### config.mk
export PLATFORM = sky130hd
export DESIGN_NAME = apb_periph
export DESIGN_NICKNAME = d
export VERILOG_FILES = /design/src/hw/rv_pkg.sv /design/src/hw/apb_periph.sv
export VERILOG_INCLUDE_DIRS = /design/src /design/src/include
export SDC_FILE = /design/constraint.sdc
export NUM_CORES = 1
export LEC_CHECK = 0
export ABC_AREA = 1
export ABC_CLOCK_PERIOD_IN_PS = 3800
export BUFFER_PORTS_ARGS = -buffer_cell sky130_fd_sc_hd__buf_2
export CORE_ASPECT_RATIO = 1.75
export CORE_MARGIN = 5
export CORE_UTILIZATION = 36
export DETAILED_ROUTE_END_ITERATION = 10
export PLACE_DENSITY = 0.89
export SYNTH_ARGS = -nofsm -noshare
export SYNTH_HDL_FRONTEND = slang
export SYNTH_SLANG_ARGS = --single-unit
### constraint.sdc
create_clock -name APB_PCLK -period 3.8 [get_ports APB_PCLK]
set_clock_uncertainty 0.1 [all_clocks]
set_input_delay 0.19 -clock APB_PCLK [delete_from_list [all_inputs] [get_ports APB_PCLK]]
set_output_delay 0.19 -clock APB_PCLK [all_outputs]
set_load 0.02 [all_outputs]
### src/include/rv_settings.svh
`ifndef RV_SETTINGS_SVH
`define RV_SETTINGS_SVH

`define RV_RESET_PC      32'h0000_0000  // First fetch address
`define RV_IO_BASE       32'h0000_1000  // Output port from here upwards

`define RAM_DEPTH_WORDS  1024           // Power of two
`define RAM_WAIT_CYCLES  1              // Access cycles with pready low

`endif

### src/hw/rv_pkg.sv
package rv_pkg;

	typedef logic [31:0] word_t;
	typedef logic [31:0] addr_t;     // Byte address
	typedef logic [4:0]  reg_idx_t;
	typedef logic [3:0]  strb_t;     // One bit per byte lane
	typedef logic [2:0]  group_t;    // Instruction group seen by the FSM

	// Instruction groups, decoded in the core from the opcode
	localparam group_t GRP_REG    = 3'd0;  // LUI, AUIPC, OP, OP-IMM
	localparam group_t GRP_JUMP   = 3'd1;  // JAL, JALR
	localparam group_t GRP_BRANCH = 3'd2;
	localparam group_t GRP_LOAD   = 3'd3;
	localparam group_t GRP_STORE  = 3'd4;
	localparam group_t GRP_SYSTEM = 3'd5;  // Also unknown opcodes

	typedef enum logic [2:0] {
		FETCH_SETUP,
		FETCH_ACCESS,
		EXECUTE,
		MEM_SETUP,
		MEM_ACCESS,
		WRITEBACK,
		HALTED
	} ctrl_state_e;

	typedef enum logic [3:0] {
		ALU_ADD,
		ALU_SUB,
		ALU_SLL,
		ALU_SLT,
		ALU_SLTU,
		ALU_XOR,
		ALU_SRL,
		ALU_SRA,
		ALU_OR,
		ALU_AND
	} alu_op_e;

endpackage

### src/hw/apb_periph.sv
`timescale 1ns/100ps
`include "rv_settings.svh"

module apb_periph (
	input  logic          APB_PCLK,
	input  logic          APB_PRESETn,
	input  rv_pkg::addr_t APB_paddr,
	input  rv_pkg::word_t APB_pwdata,
	input  logic          APB_psel,
	input  logic          APB_penable,
	input  logic          APB_pwrite,
	output rv_pkg::word_t APB_prdata,
	output logic          APB_pready,
	output logic          APB_perr,
	output logic          ram_psel,
	input  rv_pkg::word_t ram_prdata,
	input  logic          ram_pready,
	output logic          out_valid,
	output rv_pkg::word_t out_data
);

	localparam rv_pkg::addr_t RAM_TOP = rv_pkg::addr_t'(`RAM_DEPTH_WORDS * 4);

	logic io_sel;
	logic range_err;
	logic io_write;

	assign io_sel    = APB_paddr >= `RV_IO_BASE;
	assign range_err = !io_sel && (APB_paddr >= RAM_TOP);  // Hole between RAM and I/O

	assign ram_psel   = APB_psel && !io_sel && !range_err;
	assign APB_prdata = ram_psel ? ram_prdata : '0;
	assign APB_pready = ram_psel ? ram_pready : 1'b1;  // I/O and hole answer at once
	assign APB_perr   = APB_psel && APB_penable && range_err;

	assign io_write = APB_psel && APB_penable && APB_pwrite && io_sel;

	always_ff @(posedge APB_PCLK) begin
		if (!APB_PRESETn)
			out_valid <= 1'b0;
		else
			out_valid <= io_write;  // One cycle after completion
	end

	always_ff @(posedge APB_PCLK) begin
		if (io_write)
			out_data <= APB_pwdata;
	end

endmodule

Word level (Yosys, flattened, before mapping)
Index checks and enable logic that the tools add are counted.

storage, ports and cells
  flip-flop bits (word level) = 33
  output and inout port bits = 68
  logic and storage cells = 10

operators by class
  $lt $le $gt $ge = 1
  mux-type cells = 2
  reduce and logical (&&, ||, !) cells = 5

operators by type and width
  kind                                                                                   count
  32-bit by 13-bit greater-or-equal comparator with 1-bit output, second input constant  1
  32-bit 2-to-1 mux                                                                      1
  1-bit logical AND                                                                      4
  1-bit logical NOT                                                                      1
  1-bit 2-to-1 mux                                                                       1

Depth between registers and ports, before layout
  depth after elaboration = 4
  mapped depth = 6
  gate-level depth less buffers = 6

Worst setup path after synthesis
Ideal clock, no wire load.

  path type = input to register
  from = input APB_paddr[12]
  to = register out_data[0], enable pin
  library setup time = 0.387 ns
  arrival time = 1.195 ns
  data required time = 3.313 ns
  slack = 2.119 ns
  stages on the path = 5
  buffers on the path = 0
  path through = nor2_1 -> and2_1 -> nand3_1 -> nand2_1 -> inv_1

on the way
  word-level cells in the longest chain between the ends = 2

RTL lines
  item                                                            line              RTL
  start: declaration                                              apb_periph.sv:7   input rv_pkg::addr_t APB_paddr,
  32-bit by 13-bit greater-or-equal comparator with 1-bit output  --
  1-bit logical AND                                               apb_periph.sv:36  assign io_write = APB_psel && APB_penable && APB_pwrite && io_sel;
  net io_write                                                    apb_periph.sv:26  logic io_write;
  end signal: assignment                                          apb_periph.sv:47  out_data <= APB_pwdata;
  end: declaration                                                apb_periph.sv:19  output rv_pkg::word_t out_data

The timed path passes the listed nets, and every way through them passes these cells.
A chain may end at the register's enable or synchronous reset.

Worst setup path in the final report
  from = input APB_paddr[21]
  to = output APB_prdata[3]

on the way
  word-level cells in the longest chain between the ends = 4

RTL lines
  item                                                            line                                RTL
  32-bit by 13-bit greater-or-equal comparator with 1-bit output  apb_periph.sv:29                    assign range_err = !io_sel && (APB_paddr >= RAM_TOP);
  1-bit logical NOT                                               apb_periph.sv:29, apb_periph.sv:31
  1-bit logical AND                                               apb_periph.sv:31                    assign ram_psel = APB_psel && !io_sel && !range_err;
  32-bit 2-to-1 mux                                               apb_periph.sv:32                    assign APB_prdata = ram_psel ? ram_prdata : '0;
  end: declaration                                                apb_periph.sv:12                    output rv_pkg::word_t APB_prdata,

No other way between the ends.

==> impl_metrics.yaml <==
critical_path:
  crit_top_cell: "buf_2"
  crit_fanout: 32
  worst-path-buf-inv: 2
  timing.critical_path.from_type: "input pin"
  cp_data_required_time_ns: 3.51
  path_class: "in2out"
  critical_path.max_stage_delay_ns: 0.55
  path_cells: "buf_2, nor2_1, nand2_1, nor2_4, nand4_4, nor2_2, buf_2"
  crit_family: "simple AND/OR/NAND/NOR gates"
  arrival_ns: 1.65
  end_kind: "output port"
  critical_path.slowest_cell: "nand4_4"
die:
  core_area_um2: 4070
  std_cell_rows: 31
  die_h_um: 95.3
  die_area_um2: 5600
  io_pins: 170
  die_x_um: 58.7
  start_util_pct: 36.7
synthesis:
  synthDistinctLibCells: 13
  syn_inst: 131
  syn-num-nets: 233
  yosys-top-cells-area: "edfxtp_1 64%, nor2_2 12%, inv_1 9.0%"
  synth.most_common_cell: "inv_1"
  synth_top_cell_by_area: "edfxtp_1"
  synth_edf_count: 32
  async_reset_ff_share_pct: 0
  ys_seq_elements: 33
  synth-seq-area-share_pct: 65.6
  syn_area_um2: 1500
  syn_avg_cell_area_um2: 11.4
  yosys.area.top_type_share_pct: 64.2
  yosys_warnings: 0
  synthFlopType: "edfxtp_1"
  synth_common_cells: "36 x inv_1, 32 x edfxtp_1, 28 x nor2_2"
status:
  outcome: "finished, final reports clean"
grt:
  grt_pass1_wl_um: 7500
  grt_use_total_pct: 18.0
  antenna_found_initial: 1
  grt-ovfl-total: 0
  grt_pass1_vias: 1671
  grt_start_max_net_pins: 33
sta:
  setup_viol: 0
  hold_violations: 0
  tns_ns: 0
  period_needed_ns: 1.94
  max_freq_mhz: 514
  min_period_over_period_pct: 51.2
  worst_pin_slew_ns: 1.16
  rsz0062_at_grt: "false"
  slew-limit-headroom_pct: 22.8
  slew_viol_final: 0
final_layout:
  areaGrowthSynthToFinish_pct: 79.8
  drive_above_1_share_pct: 60.9
  diodes: 0
  post-route-util_pct: 66.1
  layout.nets: 423
drt:
  drt-initial-drc-count: 31
  drcViolationCount: 0
  wire_per_inst_um: 13.7
  first_pass_iters: 4
  ant_nets: 0
  vias_per_cell: 4.19
  routed_wl_um: 5070
  via_count: 1555
clocking:
  cts_max_level: 2
  cts-root-buf: "clkbuf_8"
  cts_buffers: 5
  cts_setup_buffers: 0
  cts_buffer_depth: 2
  clk_pin_slew_ns: 0.06
  cts_sinks: 33
  cts_tree: "built"
power:
  p_per_area_nw_per_um2: 296
  leakage_uw: 0.00145
  worst_ir_drop_vdd_uv: 258
  power.total_uw: 795
placement:
  numPortBuffers: 156
  place_congestion: 0.708
  post-dp-hpwl_um: 3940
run:
  max_cap_viol_count: 0
min_path:
  hold_class: "in2reg"
## layer usage
metal | part of all wire (%) | routed length (µm) | up-vias | global-route usage, %
met5 | 0.18 | 9 | - | 0
met4 | 1.7 | 87 | 2 | 8.13
met3 | 16 | 793 | 9 | 7.05
met2 | 47 | 2380 | 130 | 30.0
met1 | 35 | 1790 | 648 | 19.7
li1 | - | - | 766 | -
## cell type report
class | count | area, µm²
Sequential cell | 33 | 981
Multi-Input combinational cell | 58 | 339
Fill cell | 337 | 1380
Timing Repair Buffer | 187 | 1090
Clock inverter | 2 | 10.0
Tap cell | 49 | 61.3
Inverter | 36 | 135
Clock buffer | 6 | 72.6
## metrics by stage
step	area [µm²]	cells	hold slack (ns)	setup slack (ns)
floorplan	1500	131	0.189	2.12
global placement	2300	332	0.267	1.82
detailed placement	2300	332	0.269	1.72
CTS	2680	370	0.00304	1.83
global route	2690	371	0.00639	1.69
finish	2690	371	0.0187	1.86
## flip-flops by register name (all words and copies together) (netlist names)
register / count
out_valid: 1
out_data: 32
## power breakdown
| group | total [µW] | internal (µW) | leakage [µW] | switching [µW] |
|---|---|---|---|---|
| clock | 243 | 127 | 0.0000450 | 116 |
| sequential | 422 | 418 | 0.000302 | 3.89 |
| combinational | 130 | 67.9 | 0.00111 | 61.8 |
| total | 795 | 613 | 0.00145 | 182 |
## what timing repair did
action                    in CTS  in global routing
gates resized for setup        0                  0
hold buffers                  30                  1
hold endpoints to repair      30                  1
## layout by cell type, fill, tap and decap left out
master | netlist | routed
conb_1 | 1 | 1
clkinv_2 | 0 | 2
inv_1 | 36 | 36
clkbuf_8 | 0 | 5
nor2_4 | 4 | 4
nand2_1 | 7 | 7
clkbuf_1 | 0 | 1
nor2_2 | 28 | 28
nand3_1 | 1 | 1
nor2_1 | 15 | 15
and2_1 | 1 | 1
edfxtp_1 | 32 | 32
dfxtp_1 | 1 | 1
nand4_4 | 1 | 1
buf_2 | 0 | 156
dlygate4sd3_1 | 0 | 31
## kinds of logic after synthesis
kind of cell	after synthesis	synth area share [%]
buf+inv	40	11.8
flops	33	65.6
other cells	1	0.251
simple gates	57	22.4
## final timing paths
kind                        from                      to  slack, ns  depth (start not counted)
hold / removal    APB_pwdata[11]  out_data[11]$_DFFE_PP_       0.02                          1
setup / recovery   APB_paddr[21]           APB_prdata[3]       1.86                          7
No activity file was read; power rests on OpenSTA's default activity.
